[src/hacd_pkg.sv]
// hacd core shared definitions
// widths, free-list table layout and the enums used by the
// control unit, the cpu stall gate and the memory mux

package hacd_pkg;

   //////////////////////////////////////////////////
   // bus widths
   //////////////////////////////////////////////////
   localparam int ADDR_W  = 32;   // byte address
   localparam int DATA_W  = 64;   // one reduced cacheline word

   //////////////////////////////////////////////////
   // free-list table region
   //////////////////////////////////////////////////
   localparam logic [ADDR_W-1:0] LIST_BASE = 32'h0000_1000;   // entry 0
   localparam int LIST_ENTRIES = 16;                          // page entries in the list
   localparam int ENTRY_BYTES  = 8;                           // one word per entry

   // first byte past the table, cpu writes below this are guarded
   localparam logic [ADDR_W-1:0] LIST_END =
      LIST_BASE + ADDR_W'(LIST_ENTRIES * ENTRY_BYTES);

   // next pointer of the tail entry
   localparam logic [DATA_W-1:0] NULL_PTR = {DATA_W{1'b1}};

   //////////////////////////////////////////////////
   // counter widths
   //////////////////////////////////////////////////
   localparam int IDX_W   = 4;   // entry index during list build
   localparam int OUTST_W = 4;   // reads in flight toward mc

   // request opcode, same encoding on every channel
   typedef enum logic {
      OP_READ  = 1'b0,
      OP_WRITE = 1'b1
   } mem_op_e;

   // control unit states
   typedef enum logic [1:0] {
      CU_IDLE      = 2'd0,   // just out of reset, sample sw controls
      CU_INIT_LIST = 2'd1,   // writing free-list entries
      CU_ACTIVE    = 2'd2,   // list built, table guarded
      CU_BYPASS    = 2'd3    // hawk inactive, cpu straight through
   } cu_state_e;

endpackage
[src/hacd_core.sv]
// hacd core top
// control unit builds the free list, cpu stall gate holds and
// guards cpu traffic, memory mux joins both onto the mc port

`timescale 1ns/10ps

module hacd_core
   import hacd_pkg::*;
(
   input  logic              clk_i,
   input  logic              reset_i,
   input  logic [1:0]        hawk_sw_ctrl_i,
   input  logic              hawk_reg_inactive_i,

   // cpu side
   input  logic              cpu_req_valid_i,
   output logic              cpu_req_ready_o,
   input  mem_op_e           cpu_req_op_i,
   input  logic [ADDR_W-1:0] cpu_req_addr_i,
   input  logic [DATA_W-1:0] cpu_req_wdata_i,
   output logic              cpu_rsp_valid_o,
   output logic [DATA_W-1:0] cpu_rsp_rdata_o,

   // memory controller side
   output logic              mc_req_valid_o,
   input  logic              mc_req_ready_i,
   output mem_op_e           mc_req_op_o,
   output logic [ADDR_W-1:0] mc_req_addr_o,
   output logic [DATA_W-1:0] mc_req_wdata_o,
   input  logic              mc_rsp_valid_i,
   input  logic [DATA_W-1:0] mc_rsp_rdata_i,

   output logic              init_done_o,
   output logic              illegal_access_o
);

   // hawk master
   logic              hk_req_valid;
   logic              hk_req_ready;
   mem_op_e           hk_req_op;
   logic [ADDR_W-1:0] hk_req_addr;
   logic [DATA_W-1:0] hk_req_wdata;

   // gated cpu master
   logic              st_req_valid;
   logic              st_req_ready;
   mem_op_e           st_req_op;
   logic [ADDR_W-1:0] st_req_addr;
   logic [DATA_W-1:0] st_req_wdata;

   logic              hawk_busy;       // build running, cpu held
   logic              table_protect;

   //////////////////////////////////////////////////
   // instances
   //////////////////////////////////////////////////
   hawk_ctrl_unit u_ctrl_unit (
      .clk_i, .reset_i, .hawk_sw_ctrl_i, .hawk_reg_inactive_i,
      .hk_req_valid_o (hk_req_valid),
      .hk_req_op_o    (hk_req_op),
      .hk_req_addr_o  (hk_req_addr),
      .hk_req_wdata_o (hk_req_wdata),
      .hk_req_ready_i (hk_req_ready),
      .hawk_busy_o    (hawk_busy),
      .table_protect_o(table_protect),
      .init_done_o
   );

   hawk_cpu_stall u_cpu_stall (
      .clk_i, .reset_i,
      .hawk_busy_i    (hawk_busy),
      .table_protect_i(table_protect),
      .cpu_req_valid_i, .cpu_req_ready_o, .cpu_req_op_i, .cpu_req_addr_i, .cpu_req_wdata_i,
      .st_req_valid_o (st_req_valid),
      .st_req_op_o    (st_req_op),
      .st_req_addr_o  (st_req_addr),
      .st_req_wdata_o (st_req_wdata),
      .st_req_ready_i (st_req_ready),
      .illegal_access_o
   );

   hawk_mem_mux u_mem_mux (
      .clk_i, .reset_i,
      .hawk_busy_i    (hawk_busy),
      .hk_req_valid_i (hk_req_valid),
      .hk_req_ready_o (hk_req_ready),
      .hk_req_op_i    (hk_req_op),
      .hk_req_addr_i  (hk_req_addr),
      .hk_req_wdata_i (hk_req_wdata),
      .st_req_valid_i (st_req_valid),
      .st_req_ready_o (st_req_ready),
      .st_req_op_i    (st_req_op),
      .st_req_addr_i  (st_req_addr),
      .st_req_wdata_i (st_req_wdata),
      .mc_req_valid_o, .mc_req_ready_i, .mc_req_op_o, .mc_req_addr_o, .mc_req_wdata_o,
      .mc_rsp_valid_i, .mc_rsp_rdata_i,
      .cpu_rsp_valid_o, .cpu_rsp_rdata_o
   );

endmodule

[src/hawk_mem_mux.sv]
// two-master memory mux
// joins the hawk request and the gated cpu request onto the single
// memory controller port. owner select is registered and only moves
// with no reads in flight. read responses go back to the cpu in order

`timescale 1ns/10ps

module hawk_mem_mux
   import hacd_pkg::*;
(
   input  logic              clk_i,
   input  logic              reset_i,
   input  logic              hawk_busy_i,

   // master 0, hawk
   input  logic              hk_req_valid_i,
   output logic              hk_req_ready_o,
   input  mem_op_e           hk_req_op_i,
   input  logic [ADDR_W-1:0] hk_req_addr_i,
   input  logic [DATA_W-1:0] hk_req_wdata_i,

   // master 1, gated cpu
   input  logic              st_req_valid_i,
   output logic              st_req_ready_o,
   input  mem_op_e           st_req_op_i,
   input  logic [ADDR_W-1:0] st_req_addr_i,
   input  logic [DATA_W-1:0] st_req_wdata_i,

   // memory controller
   output logic              mc_req_valid_o,
   input  logic              mc_req_ready_i,
   output mem_op_e           mc_req_op_o,
   output logic [ADDR_W-1:0] mc_req_addr_o,
   output logic [DATA_W-1:0] mc_req_wdata_o,
   input  logic              mc_rsp_valid_i,
   input  logic [DATA_W-1:0] mc_rsp_rdata_i,

   // read response, cpu is the only reader
   output logic              cpu_rsp_valid_o,
   output logic [DATA_W-1:0] cpu_rsp_rdata_o
);

   logic               own_cpu_q;    // 0 hawk, 1 cpu
   logic [OUTST_W-1:0] outst_q;      // reads in flight
   logic               rd_full;
   logic               st_rd_hold;   // cpu read held, counter full
   logic               rd_fire;

   assign rd_full    = &outst_q;
   assign st_rd_hold = (st_req_op_i == OP_READ) && rd_full;

   //////////////////////////////////////////////////
   // request path
   //////////////////////////////////////////////////
   always_comb begin
      if (own_cpu_q) begin
         mc_req_valid_o = st_req_valid_i && !st_rd_hold;
         mc_req_op_o    = st_req_op_i;
         mc_req_addr_o  = st_req_addr_i;
         mc_req_wdata_o = st_req_wdata_i;
         st_req_ready_o = mc_req_ready_i && !st_rd_hold;
         hk_req_ready_o = 1'b0;
      end else begin
         mc_req_valid_o = hk_req_valid_i;
         mc_req_op_o    = hk_req_op_i;
         mc_req_addr_o  = hk_req_addr_i;
         mc_req_wdata_o = hk_req_wdata_i;
         st_req_ready_o = 1'b0;   // cpu waits for ownership
         hk_req_ready_o = mc_req_ready_i;
      end
   end

   // in-order responses, no back-pressure
   assign cpu_rsp_valid_o = mc_rsp_valid_i;
   assign cpu_rsp_rdata_o = mc_rsp_rdata_i;

   //////////////////////////////////////////////////
   // outstanding reads and owner select
   //////////////////////////////////////////////////
   assign rd_fire = mc_req_valid_o && mc_req_ready_i && (mc_req_op_o == OP_READ);

   always_ff @(posedge clk_i) begin
      if (reset_i) begin
         outst_q   <= '0;
         own_cpu_q <= 1'b0;   // hawk owns the port after reset
      end else begin
         case ({rd_fire, mc_rsp_valid_i})
            2'b10:   outst_q <= outst_q + 1'b1;
            2'b01:   outst_q <= outst_q - 1'b1;
            default: outst_q <= outst_q;   // both or neither
         endcase
         if (outst_q == '0) begin
            own_cpu_q <= !hawk_busy_i;   // hand over only when drained
         end
      end
   end

   a_no_stray_rsp : assert property (@(posedge clk_i) disable iff (reset_i)
      mc_rsp_valid_i |-> (outst_q != '0))
      else $error("mc response with no read outstanding");

   a_no_outst_ovf : assert property (@(posedge clk_i) disable iff (reset_i)
      rd_fire && !mc_rsp_valid_i |-> !rd_full)
      else $error("outstanding read counter overflow");

endmodule

[src/hawk_cpu_stall.sv]
// cpu stall gate
// holds cpu requests off while hawk builds the free list, and once
// the table is guarded swallows cpu writes aimed at the table
// region, flagging them as illegal. reads always go through

`timescale 1ns/10ps

module hawk_cpu_stall
   import hacd_pkg::*;
(
   input  logic              clk_i,
   input  logic              reset_i,
   input  logic              hawk_busy_i,       // list build running
   input  logic              table_protect_i,   // table region guarded

   // cpu request in
   input  logic              cpu_req_valid_i,
   output logic              cpu_req_ready_o,
   input  mem_op_e           cpu_req_op_i,
   input  logic [ADDR_W-1:0] cpu_req_addr_i,
   input  logic [DATA_W-1:0] cpu_req_wdata_i,

   // gated request toward the mux
   output logic              st_req_valid_o,
   output mem_op_e           st_req_op_o,
   output logic [ADDR_W-1:0] st_req_addr_o,
   output logic [DATA_W-1:0] st_req_wdata_o,
   input  logic              st_req_ready_i,

   output logic              illegal_access_o   // sticky until reset
);

   logic in_table;     // cpu address inside the list region
   logic drop_wr;      // write to be swallowed
   logic illegal_q;

   //////////////////////////////////////////////////
   // table region decode
   //////////////////////////////////////////////////
   assign in_table = (cpu_req_addr_i >= LIST_BASE) && (cpu_req_addr_i < LIST_END);
   assign drop_wr  = table_protect_i && (cpu_req_op_i == OP_WRITE) && in_table;

   //////////////////////////////////////////////////
   // gate
   //////////////////////////////////////////////////
   // nothing passes during the build, dropped writes never reach the mux
   assign st_req_valid_o = cpu_req_valid_i && !hawk_busy_i && !drop_wr;
   assign st_req_op_o    = cpu_req_op_i;
   assign st_req_addr_o  = cpu_req_addr_i;
   assign st_req_wdata_o = cpu_req_wdata_i;

   // dropped write is taken at once, otherwise mux ready passes back
   always_comb begin
      if (hawk_busy_i) begin
         cpu_req_ready_o = 1'b0;
      end else if (drop_wr) begin
         cpu_req_ready_o = 1'b1;
      end else begin
         cpu_req_ready_o = st_req_ready_i;
      end
   end

   //////////////////////////////////////////////////
   // illegal access flag
   //////////////////////////////////////////////////
   always_ff @(posedge clk_i) begin
      if (reset_i) begin
         illegal_q <= 1'b0;
      end else if (cpu_req_valid_i && cpu_req_ready_o && drop_wr) begin
         illegal_q <= 1'b1;   // set on the swallowed write
      end
   end

   assign illegal_access_o = illegal_q;

   // guarded table never sees a cpu write past this gate
   a_no_table_wr : assert property (@(posedge clk_i) disable iff (reset_i)
      st_req_valid_o && st_req_ready_i && table_protect_i
      && (st_req_op_o == OP_WRITE) |->
         (st_req_addr_o < LIST_BASE) || (st_req_addr_o >= LIST_END))
      else $error("cpu write forwarded into guarded table region");

endmodule

[src/hawk_ctrl_unit.sv]
// hawk control unit
// after reset decides between bypass and list build. in list build
// it writes the free list into the table region, entry k pointing
// at entry k+1 and the tail holding the null pointer. reports busy
// while the build runs and guards the table once it is done

`timescale 1ns/10ps

module hawk_ctrl_unit
   import hacd_pkg::*;
(
   input  logic              clk_i,
   input  logic              reset_i,
   input  logic [1:0]        hawk_sw_ctrl_i,        // bit 0 forces inactive
   input  logic              hawk_reg_inactive_i,   // register based inactive

   // hawk write request toward the mux
   output logic              hk_req_valid_o,
   output mem_op_e           hk_req_op_o,
   output logic [ADDR_W-1:0] hk_req_addr_o,
   output logic [DATA_W-1:0] hk_req_wdata_o,
   input  logic              hk_req_ready_i,

   // status
   output logic              hawk_busy_o,
   output logic              table_protect_o,
   output logic              init_done_o
);

   cu_state_e        state_q;
   cu_state_e        state_d;
   logic [IDX_W-1:0] idx_q;        // entry being written
   logic             last_entry;   // idx points at the tail
   logic             wr_fire;      // hawk write accepted by the mux
   logic             go_inactive;

   //////////////////////////////////////////////////
   // next state
   //////////////////////////////////////////////////
   assign go_inactive = hawk_sw_ctrl_i[0] || hawk_reg_inactive_i;
   assign last_entry  = (idx_q == IDX_W'(LIST_ENTRIES - 1));
   assign wr_fire     = hk_req_valid_o && hk_req_ready_i;

   always_comb begin
      state_d = state_q;
      case (state_q)
         CU_IDLE: begin
            // controls sampled once on the first cycle out of reset
            if (go_inactive) begin
               state_d = CU_BYPASS;
            end else begin
               state_d = CU_INIT_LIST;
            end
         end
         CU_INIT_LIST: begin
            if (wr_fire && last_entry) begin
               state_d = CU_ACTIVE;   // tail written
            end
         end
         CU_ACTIVE: state_d = CU_ACTIVE;    // only reset leaves
         CU_BYPASS: state_d = CU_BYPASS;
         default:   state_d = CU_IDLE;
      endcase
   end

   always_ff @(posedge clk_i) begin
      if (reset_i) begin
         state_q <= CU_IDLE;
      end else begin
         state_q <= state_d;
      end
   end

   //////////////////////////////////////////////////
   // entry counter
   //////////////////////////////////////////////////
   always_ff @(posedge clk_i) begin
      if (reset_i) begin
         idx_q <= '0;
      end else if (wr_fire) begin
         idx_q <= last_entry ? '0 : idx_q + 1'b1;   // back to 0 after tail
      end
   end

   //////////////////////////////////////////////////
   // free-list write request
   //////////////////////////////////////////////////
   assign hk_req_valid_o = (state_q == CU_INIT_LIST);
   assign hk_req_op_o    = OP_WRITE;   // hawk only writes here
   assign hk_req_addr_o  = LIST_BASE + ADDR_W'(idx_q) * ADDR_W'(ENTRY_BYTES);

   // next pointer is the following entry index and the tail gets null
   assign hk_req_wdata_o = last_entry ? NULL_PTR : DATA_W'(idx_q) + DATA_W'(1);

   // status decode
   assign hawk_busy_o     = (state_q == CU_IDLE) || (state_q == CU_INIT_LIST);
   assign table_protect_o = (state_q == CU_ACTIVE);
   assign init_done_o     = (state_q == CU_ACTIVE);   // stays until reset

   //////////////////////////////////////////////////
   // checks
   //////////////////////////////////////////////////
   // mux back-pressure must not disturb a pending write
   a_hk_req_stable : assert property (@(posedge clk_i) disable iff (reset_i)
      hk_req_valid_o && !hk_req_ready_i |=>
         hk_req_valid_o && $stable(hk_req_addr_o) && $stable(hk_req_wdata_o)
         && $stable(hk_req_op_o))
      else $error("hawk request changed while stalled");

   // counter parked at zero outside the build
   a_idx_range : assert property (@(posedge clk_i) disable iff (reset_i)
      (state_q != CU_INIT_LIST) |-> (idx_q == '0))
      else $error("entry counter off zero outside the list build");

endmodule

[config.mk]
export PLATFORM = sky130hd
export DESIGN_NAME = hacd_core
export DESIGN_NICKNAME = d
export VERILOG_FILES = /design/src/hacd_pkg.sv /design/src/hacd_core.sv /design/src/hawk_mem_mux.sv /design/src/hawk_cpu_stall.sv /design/src/hawk_ctrl_unit.sv
export SDC_FILE = /design/constraint.sdc
export NUM_CORES = 1
export LEC_CHECK = 0
export ABC_CLOCK_PERIOD_IN_PS = 2720
export BUFFER_PORTS_ARGS = -buffer_cell sky130_fd_sc_hd__buf_4
export CAP_MARGIN = 40
export CORE_AREA = 3 3 129 131
export DETAILED_ROUTE_END_ITERATION = 16
export DIE_AREA = 0 0 132 134
export SETUP_SLACK_MARGIN = 0.15
export SLEW_MARGIN = 20
export SYNTH_ARGS = -nofsm -noshare
export SYNTH_HDL_FRONTEND = slang
export SYNTH_SLANG_ARGS = --single-unit
[constraint.sdc]
create_clock -name clk_i -period 2.72 [get_ports clk_i]
set_input_delay 0.136 -clock clk_i [delete_from_list [all_inputs] [get_ports clk_i]]
set_output_delay 0.136 -clock clk_i [all_outputs]
set_load 0.01 [all_outputs]
Word level (Yosys, flattened, before mapping)
Index checks and enable logic that the tools add are counted.
- add/subtract/negate cells: 5
- mux-type cells: 14
- bitwise operators: 2
- equality and inequality tests: 7
- reduce and logical (&&, ||, !) cells: 23
- $lt $le $gt $ge: 2
- operators with widths (kind ; number):
    64-bit two-way mux ; 2
    32-bit by 13-bit greater-or-equal comparator with 1-bit output (second input constant) ; 1
    32-bit by 13-bit < comparator with 1-bit output (second input constant) ; 1
    32-bit two-way mux ; 1
    13-bit by 7-bit adder with 14-bit output (first input constant) ; 1
    1-bit logical AND ; 14
    4-bit by 1-bit adder with 4-bit output (second input constant) ; 2
    2-bit one-hot mux with 4 select lines ; 1
    4-bit one-hot mux with 2 select lines ; 1
    2-bit equality test (second input constant) ; 3
    1-bit two-way mux ; 6
    4-bit by 1-bit adder with 5-bit output (second input constant) ; 1
    2-bit by 1-bit equality test with 1-bit output (second input constant) ; 2
    4-bit equality test (second input constant) ; 1
    4-bit logical NOT ; 1
    2-bit two-way mux ; 2
    4-bit two-way mux ; 1
    4-bit AND reduction ; 1
    4-bit by 1-bit subtractor with 4-bit output (second input constant) ; 1
    1-bit logical NOT ; 3
    2-bit logical NOT ; 1
    1-bit logical OR ; 2
    2-bit != test (second input constant) ; 1
    1-bit NOT ; 2
    2-bit nonzero test ; 1
- bits of input ports: 169
- word-level logic and storage cells: 58
- bits in registers: 12

Longest topological paths before layout
Gate-level depths: netlist (run 1).
- word-level depth: 11
- mapped depth: 13
- depth with buffers taken out: 13

Cells and area by module
Synthesis (run 1) repeated with hierarchy kept, for this count alone.
- cells, all modules: 464
- area, all modules: 3901.2 sq um
- modules (own cells, without submodules) (module ; area an instance (sq um) ; cells an instance ; instances):
    hawk_mem_mux ; 1975.6 ; 213 ; 1
    hawk_ctrl_unit ; 1051.0 ; 137 ; 1
    hawk_cpu_stall ; 874.6 ; 114 ; 1

Worst setup path before layout (run 1)
OpenSTA, ideal clock, no wires.
- path kind: reg2reg
- start point: register u_ctrl_unit.state_q[0]
- end point: register u_mem_mux.outst_q[3]
- data required time: 2649 ps
- path slack: 119 ps
- data arrival time: 2530 ps
- library setup time: 71 ps
- stages on the path, launching flop included: 13
- cells stage by stage: dfxtp_1 > inv_1 > ha_1 > nor4b_1 > and4_1 > nand4_1 > nand4_1 > ha_1 > ha_1 > a21oi_1 > a21oi_1 > or4_1 > a21oi_1
- longest elaborated chain between the ends: 11
- elaborated cells on any way between the ends: 18
- classes of those cells: 4 x eq/ne; 2 x mux; 12 x reduce/logical
- RTL lines (item ; line ; source):
    from (decl) ; hawk_ctrl_unit.sv:30 ; cu_state_e state_q;
    from (signal assigned) ; hawk_ctrl_unit.sv:70 ; state_q <= state_d;
    2-bit equality test (*) ; n/a ;
    via init_done_o ; hacd_core.sv:33 ; output logic init_done_o,
    1-bit logical AND (*) (2 in a row) ; hawk_cpu_stall.sv:41 ; assign drop_wr = table_protect_i && (cpu_req_op_i == OP_WRITE) && in_table;
    1-bit logical NOT (*) ; hawk_cpu_stall.sv:47 ; assign st_req_valid_o = cpu_req_valid_i && !hawk_busy_i && !drop_wr;
    1-bit logical AND (*) ; hawk_cpu_stall.sv:47 ;
    1-bit logical AND (*) ; hawk_mem_mux.sv:57 ; mc_req_valid_o = st_req_valid_i && !st_rd_hold;
    1-bit two-way mux (*) ; hawk_mem_mux.sv:56 ; if (own_cpu_q) begin
    1-bit logical AND (*) (2 in a row) ; hawk_mem_mux.sv:80 ; assign rd_fire = mc_req_valid_o && mc_req_ready_i && (mc_req_op_o == OP_READ);
    2-bit by 1-bit equality test with 1-bit output or 2-bit equality test (tied branches) ; hawk_mem_mux.sv:87 ; case ({rd_fire, mc_rsp_valid_i})
    4-bit one-hot mux with 2 select lines or 2-bit nonzero test (tied branches) ; n/a ;
    to (signal assigned) ; hawk_mem_mux.sv:88 ; 2'b10: outst_q <= outst_q + 1'b1;
    to (signal assigned) ; hawk_mem_mux.sv:89 ; 2'b01: outst_q <= outst_q - 1'b1;
    to (signal assigned) ; hawk_mem_mux.sv:90 ; default: outst_q <= outst_q;
    to (decl) ; hawk_mem_mux.sv:44 ; logic [OUTST_W-1:0] outst_q;
Mark *: on every way through the listed nets, which the timed path passes. The rest lies on a longest branch.
A chain may end at the register's enable or synchronous reset.

Worst setup path after layout (run 1)
- start point: register u_ctrl_unit.state_q[0]
- end point: register u_mem_mux.outst_q[3]
- longest elaborated chain between the ends: 11
- elaborated cells on any way between the ends: 18
- classes of those cells: 4 x eq/ne; 2 x mux; 12 x reduce/logical
- RTL lines (item ; line):
    2-bit by 1-bit equality test with 1-bit output, or another cell as far along ; hawk_ctrl_unit.sv:88, hawk_ctrl_unit.sv:96
    1-bit logical OR or 1-bit logical AND (tied branches) ; hawk_ctrl_unit.sv:96, hawk_cpu_stall.sv:41
    1-bit logical NOT or 1-bit logical AND (tied branches) ; hawk_cpu_stall.sv:47, hawk_cpu_stall.sv:41
    1-bit logical AND or 1-bit logical NOT (tied branches) ; hawk_cpu_stall.sv:47
    1-bit logical AND ; hawk_cpu_stall.sv:47
    1-bit logical AND ; hawk_mem_mux.sv:57
    1-bit two-way mux (*) ; hawk_mem_mux.sv:56
    1-bit logical AND (*) (2 in a row) ; hawk_mem_mux.sv:80
    2-bit by 1-bit equality test with 1-bit output or 2-bit equality test (tied branches) ; hawk_mem_mux.sv:87
    4-bit one-hot mux with 2 select lines or 2-bit nonzero test (tied branches) ; n/a
Mark *: on every way between the ends. The rest lies on a longest branch, timed or not.

==> summary.md, run 1 <==
| Metric | Value |
|---|---|
| First-pass GRT wire length | `between 10 and 15 mm` |
| Fraction of layout cells with a size suffix above 1 | `between 50% and 60%` |
| Critical path data arrival time | `approximately 2700 ps` |
| Root Buffer | `clkbuf_16` |
| Area leader, netlist | `buf_4` |
| CTS tree | `built` |
| Cells after Synth | `343` |
| Initial core utilization | `a little over an eighth` |
| Drt initial violations | `between 100 and 150` |
| Fill cell count | `approximately 1,800` |
| Placed Instance Area | `about 0.0034 mm^2` |
| WL/cell | `13.1 um` |
| H-tree depth | `1` |
| GRT Total Usage | `8.99%` |
| Worst min path class | `input port to flip-flop` |
| Final worst setup slack | `about 170 ps` |
| Worst-path maximum fanout | `3` |
| Slew HR | `65.5%` |
| Synth cell types | `38` |
| Yosys warning count | `0` |
| Syn nets | `roughly 520` |
| Total wire length | `9.11 mm` |
| Core area | `0.0157 mm^2` |
| Top cell type's share of synthesized area | `23.5%` |
| Synthesized flop and latch total | `12` |
| I/O Pins | `between 300 and 400` |
| Largest net degree at the start of global routing | `61` |
| Seq/Total Area, Yosys | `11.6%` |
| Number of global-route vias before repair | `2,271` |
| Final Hold Viols | `0` |
| Max Clock Freq | `393 MHz` |
| Syn Area/Cell | `6.05 um^2` |
| Die extent in x | `132 um` |
| Drc violations | `0` |
| Fin. max-slew vios | `0` |
| Setup violations, final | `0` |
| Period utilization | `93.6%` |
| Clock Skew | `4.93 ps` |
| Final min period | `2550 ps` |
| Die height | `134 um` |
| Outcome | `finished clean` |
| DRT Pass-1 Iters | `6` |
| Gr ovfl total | `0` |
| Worst Setup Start Kind | `flip-flop` |
| Mapped Area | `0.00207 mm^2` |
| Final #Nets | `roughly 660` |
| Power per Cell Area | `411 mW/mm^2` |
| Vias per std cell | `3.64` |
| Vias | `2,522` |
| Worst-skew pair later-pin latency | `between 200 and 250 ps` |
| Port-buffer cells | `205` |
| Area grow syn2layout | `74.1%` |
| Critical Path End Type | `flip-flop` |
| Die area | `between 0.015 and 0.02 mm^2` |
| GP Congestion | `0.795` |
| FFs w/ async S/R, synth | `0%` |
| Clock buffer count from CTS | `3` |
| DP HPWL | `roughly 7.4 mm` |
| RSZ-0062 raised after global routing | `true` |
| Register area | `249 um^2` |
| Static Leak | `0.00205 uW` |
| EDFF count, synth | `0` |
| Top cells by area, synth | `buf_4 24%, nand2_1 23%, dfxtp_1 12%, and2_1 8.1%, ha_1 4.8%` |
| Antenna-violating nets left | `0` |
| Post-CTS Hold Fix Bufs | `0` |
| Finished layout cell area | `0.00361 mm^2` |
| Initial antenna violation count | `1` |
| Hold Slack | `about 150 ps` |
| # Max-Cap Violations | `0` |
| Worst-Margin Slew | `between 500 and 600 ps` |
| Peak supply drop | `approximately 160 uV` |
| Top FF cell, synth | `dfxtp_1` |
| Clock Path Buffers | `2` |
| Setup TNS | `0 ps` |
| Clock slew at reported path FFs | `50 ps` |
| Req. time, crit path | `2900 ps` |
| Multi-input logic area | `0.00135 mm^2` |
| Post-Place Setup Slack | `around 30 ps` |
| Row count | `46` |
| Clock sinks | `12` |
| WS Path Type | `flip-flop to flip-flop` |
[synthesized netlist by cell type, types with 2 or more instances]
library cell  instances
dfxtp_1              12
ha_1                  8
clkbuf_1             10
nand2b_1              2
nand2_1             126
nor2_1               19
nand4_1               3
buf_4                65
xor2_1                2
nor4b_1               3
and3_1                3
nand3b_1              2
mux2_2                4
inv_1                 8
buf_2                 9
and2_1               27
a21oi_1               7
nand3_1               2
nor3_1                2
nor4_1                4
o21ai_0               7
o31ai_1               2
[path summary, 6_finish.rpt]
check                                     from                      endpoint  slack [ps]  depth (start not counted)
hold reg to reg   u_cpu_stall.illegal_access_o  u_cpu_stall.illegal_access_o         490                          2
setup reg to reg        u_ctrl_unit.state_q[0]          u_mem_mux.outst_q[3]         170                         12
setup / recovery        u_ctrl_unit.state_q[0]          u_mem_mux.outst_q[3]         170                         12
hold / removal                         reset_i          u_mem_mux.outst_q[3]         150                          2
[metrics by stage]
step,cells,total power [uW],util (%)
2_1_floorplan,343,740,-
3_3_place_gp,686,1130,21.6
3_5_place_dp,686,1130,21.6
4_1_cts,691,1450,22.3
5_1_grt,693,1590,23.0
6_report,693,1480,23.0
[layout by cell type (no fill, tap or decap), types with 2 or more instances in the layout]
cell type | Yosys | layout
buf_4 | 65 | 213
nand2_1 | 126 | 124
and2_1 | 27 | 27
nor2_1 | 19 | 17
dfxtp_1 | 12 | 9
o21ai_0 | 7 | 7
inv_1 | 8 | 6
a21oi_1 | 7 | 5
ha_4 | 0 | 5
nor4_1 | 4 | 4
mux2_2 | 4 | 4
nand4_1 | 3 | 3
clkbuf_16 | 0 | 3
nor4b_1 | 3 | 2
nor3_1 | 2 | 2
nand2_2 | 0 | 2
and3_1 | 3 | 2
nand3_1 | 2 | 2
nand3b_1 | 2 | 2
nand2b_1 | 2 | 2
o31ai_1 | 2 | 2
xor2_1 | 2 | 2
ha_1 | 8 | 2
dfxtp_4 | 0 | 2
[critical path: stages, from the launching register on]
cell and delay [ps]:
dfxtp_4 370, inv_4 50, ha_4 150, nor4b_4 120, and4_1 140, nand4_1 100
nand4_1 170, ha_4 230, ha_4 290, nand3_2 80, and3_4 190, or4_4 470
a21oi_2 120
[area by class of cell]
cell class / instances / area share (%)
repair buffers: 214 / 44.8
multi-input cells: 238 / 37.4
well taps: 216 / 7.48
flip-flops and latches: 12 / 6.90
clock buffers: 4 / 2.46
inverters: 8 / 0.901
diodes: 1 / 0.0693
[per-layer routing]
layer  routed length (um)  vias to the layer above  global-route usage (%)
met5                    0                        -                       0
met4                  207                        0                    2.98
met3                  919                       26                    4.20
met2                 4230                      120                    13.6
met1                 3750                     1091                    11.3
li1                     -                     1285                       -
[sequential cells by signal, summed over array words and instances, names as in the netlist]
name and flops:
u_mem_mux.own_cpu_q 1, u_ctrl_unit.idx_q 4, u_cpu_stall.illegal_access_o 1, u_mem_mux.outst_q 4, u_ctrl_unit.state_q 2
[cells by family after synthesis]
family,after synthesis,synth area share [%]
AND/OR/NAND/NOR,197,42.6
buffers and inverters,93,29.1
AO/OA/AOI/OAI,24,6.94
flip-flops,12,11.6
adder cells (fa/ha/maj),9,5.79
multiplexers,5,2.65
XOR/XNOR,3,1.27
[repair_timing]
item                       in CTS  in global routing
pin swaps                       3                  9
setup endpoints to repair       1                  2
resized for setup               5                 20
setup buffers                   1                  1
[power breakdown]
group,leakage [uW],internal [uW],switching [uW]
clock,0.0000442,222,79.8
combinational,0.00190,493,458
sequential,0.0000998,202,29.9
No activity file was read; power rests on OpenSTA's default activity.
==> inputs of run 2 (changes only) <==
--- a/config.mk
+++ b/config.mk
@@ -5,6 +5,7 @@
 export SDC_FILE = /design/constraint.sdc
 export NUM_CORES = 1
 export LEC_CHECK = 0
+export ABC_AREA = 1
 export ABC_CLOCK_PERIOD_IN_PS = 2720
 export BUFFER_PORTS_ARGS = -buffer_cell sky130_fd_sc_hd__buf_4
 export CAP_MARGIN = 40
==> run 2 against run 1 <==
Compared with the run above: non-clock buffer count shrank 5; sequential share of layout area about the same; via count is 6.2% higher; critical path depth up 3; critical path type unchanged; critical endpoint unchanged; largest power group unchanged.
==> summary.md, run 2 <==
| Metric | Value |
|---|---|
| DP HPWL | `7.27 mm (-2.2%)` |
| Tot Pwr | `1430 uW (-3.7%)` |
| Antenna-violating nets left | `0 (unchanged)` |
| Power per Cell Area | `403 mW/mm^2 (-2.1%)` |
| Vias | `2,678 (+6.2%)` |
| Non-filler cells, final | `746 (+7.6%)` |
| Syn nets | `578 (+11%)` |
| Period utilization | `88.2% (-5.4 points)` |
| Most frequent cells in the layout | `208 x buf_4, 174 x nand2_1, 46 x inv_1` |
| First-pass GRT wire length | `13.1 mm (+1.7%)` |
| Fraction of layout cells with a size suffix above 1 | `42.6% (-8.4 points)` |
| Area leader, netlist | `nand2_1` |
| Largest regs | `u_ctrl_unit.idx_q (4), u_mem_mux.outst_q (4), u_ctrl_unit.state_q (2)` |
| Final worst setup slack | `320 ps (+147 ps)` |
| Clock Path Buffers | `2 (unchanged)` |
| Setup TNS | `0 ps (unchanged)` |
| Core area | `0.0157 mm^2 (unchanged)` |
| Worst-path maximum fanout | `4 (+1)` |
| ANT cells | `0 (-1)` |
| Area grow syn2layout | `63.4%` |
| Initial core utilization | `13.8% (+0.63 points)` |
| Peak supply drop | `265 uV (+62%)` |
| Most common cell in the netlist | `nand2_1` |
| Row count | `46 (unchanged)` |
| CTS tree | `built` |
| FFs w/ async S/R, synth | `0% (unchanged)` |
| Static Leak | `0.00229 uW (+12%)` |
| Gr ovfl total | `0 (unchanged)` |
| Max Clock Freq | `417 MHz (+6.1%)` |
| Seq/Total Area, Yosys | `11.1% (-0.53 points)` |
| Die height | `134 um (unchanged)` |
| Dpl cells | `741 (+8.0%)` |
| I/O Pins | `335 (unchanged)` |
| Synth cell types | `27 (-29%)` |
| Worst-skew pair later-pin latency | `240 ps (about the same)` |
| Clock slew at reported path FFs | `50 ps (about the same)` |
| Final Hold Viols | `0 (unchanged)` |
| Outcome | `finished clean` |
| Syn Area/Cell | `5.43 um^2 (-10%)` |
| Commonest cells post-synth | `175 x nand2_1, 66 x buf_4, 46 x inv_1` |
| Drc violations | `0 (unchanged)` |
| EDFF count, synth | `0 (unchanged)` |
| WS Path Type | `flip-flop to flip-flop` |
| Fin. max-slew vios | `0 (unchanged)` |
| Number of global-route vias before repair | `2,471 (+8.8%)` |
| Vias per std cell | `3.59 (-1.4%)` |
| # Max-Cap Violations | `0 (unchanged)` |
| Cells after Synth | `400 (+17%)` |
| Clock buffer count from CTS | `3 (unchanged)` |
| GRT Total Usage | `9.07% (+0.075 points)` |
| Top FF cell, synth | `dfxtp_1` |
| Top cells by area, synth | `nand2_1 30%, buf_4 23%, dfxtp_1 11%, inv_1 7.9%, ha_1 4.6%` |
| Clock sinks | `12 (unchanged)` |
| H-tree depth | `1 (unchanged)` |
| Final min period | `2400 ps (-147 ps)` |
| Worst min path class | `input port to flip-flop` |
| Critical Path End Type | `flip-flop` |
| Slew HR | `59.8% (-5.8 points)` |
| Worst-Margin Slew | `603 ps (+92.0 ps)` |
| Req. time, crit path | `2860 ps (-40 ps)` |
| Clock Skew | `6.18 ps (+1.25 ps)` |
| Post-CTS Hold Fix Bufs | `0 (unchanged)` |
| Worst Hold Depth | `2 (unchanged)` |
| Worst Setup Start Kind | `flip-flop` |
| Largest net degree at the start of global routing | `90 (+48%)` |
| Mapped Area | `0.00217 mm^2 (+4.8%)` |
| DRT Pass-1 Iters | `4 (-2)` |
| GP Congestion | `0.810 (+1.9%)` |
| Most common cell after layout, fill and taps aside | `buf_4` |
| Final #Nets | `709 (+8.2%)` |
| Die extent in x | `132 um (unchanged)` |
| Port-buffer cells | `205 (unchanged)` |
| Drt initial violations | `110 (+4.8%)` |
| Total wire length | `8.83 mm (-3.0%)` |
| Critical path data arrival time | `2540 ps (-190 ps)` |
| Setup violations, final | `0 (unchanged)` |
| Hold Slack | `109 ps (-45.0 ps)` |
| Initial antenna violation count | `0 (-1)` |
| Post-Place Setup Slack | `235 ps (+205 ps)` |
| Yosys warning count | `0 (unchanged)` |
| Synthesized flop and latch total | `12 (unchanged)` |
| Die area | `0.0177 mm^2 (unchanged)` |
| Top cell type's share of synthesized area | `30.2% (+6.7 points)` |
| RSZ-0062 raised after global routing | `true` |
| WL/cell | `11.8 um (-9.9%)` |
| Root Buffer | `clkbuf_16` |
| Worst R2R Path Depth | `15 (+3)` |
[run 2: changes by cell type in the layout (fill, tap and decap cells not counted), moves of 6 or more]
cell     delta
inv_1      +40
nor2_1      +8
and2_1     -27
a21oi_1     +6
nand2_1    +50
[run 2: critical path, cell delays in order, from the launching register on]
cell and delay, ps:
dfxtp_1 340, inv_1 80, ha_2 210, or2_4 280
nor2_4 90, nand2_2 60, o21ai_2 150, nand2_1 70
ha_1 240, ha_1 340, a21oi_2 170, nand2_1 60
nand2_1 60, nand2_1 50, nand2_1 50, a21oi_1 50
[run 2: cell families after synthesis]
group | Yosys count | share of synthesized area, %
DFF | 12 | 11.1
adders and majority gates | 9 | 5.53
buffers and inverters | 131 | 34.8
xor gates and xnor gates | 4 | 1.61
and+or+nand+nor | 214 | 39.1
AOI/OAI and AO/OA | 30 | 7.95
[run 2: worst paths after layout]
kind | from | end | slack (ps)
worst min-delay path | reset_i | u_cpu_stall.illegal_access_o | 110
worst min register to register | u_cpu_stall.illegal_access_o | u_cpu_stall.illegal_access_o | 450
worst max register to register | u_ctrl_unit.state_q[1] | u_mem_mux.outst_q[3] | 320
worst max-delay path | u_ctrl_unit.state_q[1] | u_mem_mux.outst_q[3] | 320
[run 2: per-stage QoR]
step	instance area [um^2]	utilization [%]
2_1_floorplan	2170	-
3_3_place_gp	3440	21.9
3_5_place_dp	3440	21.9
4_1_cts	3520	22.4
5_1_grt	3550	22.6
6_report	3550	22.6
[run 2: area by class of cell]
type,instances,area [um^2]
sequential,12,244
fill,1806,12200
timing repair buffer,209,1580
inverter,48,180
clock buffer,4,88.8
multi-input combinational,257,1190
tap,216,270
[run 2: power by group]
| part | internal (uW) | switching, uW | leakage [uW] | total (uW) |
|---|---|---|---|---|
| combinational | 446 | 454 | 0.00215 | 900 |
| clock | 223 | 82.1 | 0.0000442 | 305 |
| sequential | 199 | 25.8 | 0.0000993 | 225 |
| total | 867 | 562 | 0.00229 | 1430 |
[run 2: what timing repair did]
action	CTS	global route
gates resized for setup	0	2
endpoints found under the setup margin	0	1
setup buffers	0	0
hold endpoints to repair	0	0
[run 2: per-layer routing]
| layer | track usage, % | routed length (um) | vias to the layer above |
|---|---|---|---|
| met5 | 0 | 0 | - |
| met4 | 2.68 | 258 | 0 |
| met3 | 3.08 | 763 | 32 |
| met2 | 14.9 | 4220 | 116 |
| met1 | 11.3 | 3590 | 1146 |
| li1 | - | - | 1384 |
==> inputs of run 3 (changes only) <==
--- a/config.mk
+++ b/config.mk
@@ -12,6 +12,7 @@
 export CORE_AREA = 3 3 129 131
 export DETAILED_ROUTE_END_ITERATION = 16
 export DIE_AREA = 0 0 132 134
+export RECOVER_POWER = 100
 export SETUP_SLACK_MARGIN = 0.15
 export SLEW_MARGIN = 20
 export SYNTH_ARGS = -nofsm -noshare
==> run 3 against run 2 <==
Compared with the run above: cell area fell by 11%; global-route usage did not move; total power fell by 10%; register-to-register slack got worse by 20 ps; sequential power barely moved; critical endpoint unchanged; largest power group unchanged.
==> summary.md, run 3 (synthesized netlist as in run 2, its figures left out) <==
| Metric | Value |
|---|---|
| Row count | `46 (unchanged)` |
| Die height | `134 um (unchanged)` |
| Port-buffer cells | `205 (unchanged)` |
| Critical path data arrival time | `2550 ps (about the same)` |
| Peak supply drop | `263 uV (-0.75%)` |
| Drc violations | `0 (unchanged)` |
| GRT Total Usage | `9.07% (unchanged)` |
| WL/cell | `12.0 um (+1.4%)` |
| Die extent in x | `132 um (unchanged)` |
| WS Path Type | `flip-flop to flip-flop` |
| Clock sinks | `12 (unchanged)` |
| Die area | `0.0177 mm^2 (unchanged)` |
| Worst-path maximum fanout | `4 (unchanged)` |
| RSZ-0062 raised after global routing | `true` |
| ANT cells | `0 (unchanged)` |
| Largest net degree at the start of global routing | `90 (unchanged)` |
| Clock buffer count from CTS | `3 (unchanged)` |
| H-tree depth | `1 (unchanged)` |
| Slack of the worst reg-to-reg path | `300 ps (-20 ps)` |
| Hold_sp | `reset_i` |
| Number of global-route vias before repair | `2,471 (unchanged)` |
| R2r startpoint | `u_ctrl_unit.state_q[0]` |
| Slew HR | `41.2% (-19 points)` |
| Fill cell count | `1,881 (+4.2%)` |
| CP Launch Point | `u_ctrl_unit.state_q[0]` |
| Critical Path End Type | `flip-flop` |
| Worst min path class | `input port to flip-flop` |
| Req. time, crit path | `2860 ps (about the same)` |
| Setup violations, final | `0 (unchanged)` |
| Finished layout cell area | `0.00316 mm^2 (-11%)` |
| Vias per std cell | `3.60 (+0.37%)` |
| Most common cell after layout, fill and taps aside | `nand2_1` |
| Total wire length | `8.95 mm (+1.4%)` |
| Worst-Margin Slew | `883 ps (+279 ps)` |
| Final #Nets | `709 (unchanged)` |
| Worst Setup Start Kind | `flip-flop` |
| DP HPWL | `7.27 mm (unchanged)` |
| Clock slew at reported path FFs | `50 ps (about the same)` |
| I/O Pins | `335 (unchanged)` |
| Worst R2R Path Depth | `15 (unchanged)` |
| Reg-to-Reg End | `u_mem_mux.outst_q[3]` |
| Period utilization | `88.8% (+0.61 points)` |
| Post-CTS Setup Inserts | `0 (unchanged)` |
| Most frequent cells in the layout | `174 x nand2_1, 109 x buf_4, 97 x clkbuf_1` |
| Fin. max-slew vios | `0 (unchanged)` |
| Largest regs | `u_ctrl_unit.idx_q (4), u_mem_mux.outst_q (4), u_ctrl_unit.state_q (2)` |
| Outcome | `finished clean` |
| Clock Skew | `6.01 ps (-0.177 ps)` |
| Vias | `2,688 (+0.37%)` |
| GP Congestion | `0.810 (unchanged)` |
| Core area | `0.0157 mm^2 (unchanged)` |
| Gr ovfl total | `0 (unchanged)` |
| Worst-skew pair later-pin latency | `240 ps (about the same)` |
| Setup TNS | `0 ps (unchanged)` |
| Max Clock Freq | `414 MHz (-0.68%)` |
| Static Leak | `0.00189 uW (-18%)` |
| CTS tree | `built` |
| Initial core utilization | `13.8% (unchanged)` |
| First-pass GRT wire length | `13.1 mm (unchanged)` |
| DRT Pass-1 Iters | `4 (unchanged)` |
| Antenna-violating nets left | `0 (unchanged)` |
| Drt initial violations | `100 (-9.1%)` |
| Clock Path Buffers | `2 (unchanged)` |
| Initial antenna violation count | `0 (unchanged)` |
| Power per Cell Area | `407 mW/mm^2 (+1.1%)` |
| Final min period | `2420 ps (+16.5 ps)` |
| Final Hold Viols | `0 (unchanged)` |
| Util after Layout | `20.1% (-2.5 points)` |
| Root Buffer | `clkbuf_16` |
| Fraction of layout cells with a size suffix above 1 | `23.4% (-19 points)` |
| Area grow syn2layout | `45.3%` |
| Placed Instance Area | `0.00344 mm^2 (unchanged)` |
| # Max-Cap Violations | `0 (unchanged)` |
| Worst Setup EP | `u_mem_mux.outst_q[3]` |
[run 3: cell types whose count changed in the layout (fill, tap and decap cells not counted), sizes merged]
cell,before,now
buf,209,110
clkbuf,4,103
[run 3: metrics by stage]
| step | hold slack, ps | std cells | setup WS (ps) | power [uW] |
|---|---|---|---|---|
| after global routing | 115 | 746 | 68.7 | 1410 |
| after CTS | 106 | 745 | 231 | 1440 |
| after floorplan | 205 | 400 | 300 | 757 |
| after detailed placement | 272 | 741 | 235 | 1130 |
| final | 112 | 746 | 304 | 1290 |
| after global placement | 272 | 741 | 261 | 1130 |
[run 3: how the worst min path moves through the flow]
stage	to	cells past startpoint
finish	u_cpu_stall.illegal_access_o	2
global route	u_ctrl_unit.idx_q[3]	2
detailed placement	cpu_rsp_rdata_o[11]	0
floorplan	u_cpu_stall.illegal_access_o	1
global placement	cpu_rsp_rdata_o[11]	0
CTS	u_mem_mux.outst_q[3]	2
[run 3: cell type report]
type / instances / area [um^2] / area share, %
timing repair buffer: 209 / 1210 / 38.5
multi-input combinational: 257 / 1160 / 36.8
tap: 216 / 270 / 8.56
sequential: 12 / 240 / 7.61
inverter: 48 / 180 / 5.71
clock buffer: 4 / 88.8 / 2.81
[run 3: worst max-delay path: stages, from the launching register on]
cell	delay, ps
dfxtp_1	360
inv_1	90
ha_1	190
or2_4	250
nor2_4	90
nand2_2	60
o21ai_2	150
nand2_1	70
ha_1	240
ha_1	330
a21oi_1	210
nand2_1	70
nand2_1	60
nand2_1	50
nand2_1	50
a21oi_1	50
[run 3: layer usage]
layer | routed length (um) | share of wire (%) | GRT usage (%) | vias to the layer above
li1 | - | - | - | 1387
met1 | 3690 | 41 | 11.3 | 1155
met2 | 4240 | 47 | 14.9 | 114
met3 | 761 | 8.5 | 3.08 | 32
met4 | 258 | 2.9 | 2.68 | 0
met5 | 0 | 0 | 0 | -
[run 3: report_power, final]
group | switching [uW] | internal (uW) | total, uW
Sequential | 25.6 | 198 | 223
Clock | 82.5 | 223 | 305
Combinational | 447 | 310 | 757
Total | 555 | 730 | 1290
[run 3: what timing repair did]
item / in CTS / in global routing
setup endpoints to repair: 0 / 1
hold buffers: 0 / 0
resized for setup: 0 / 2
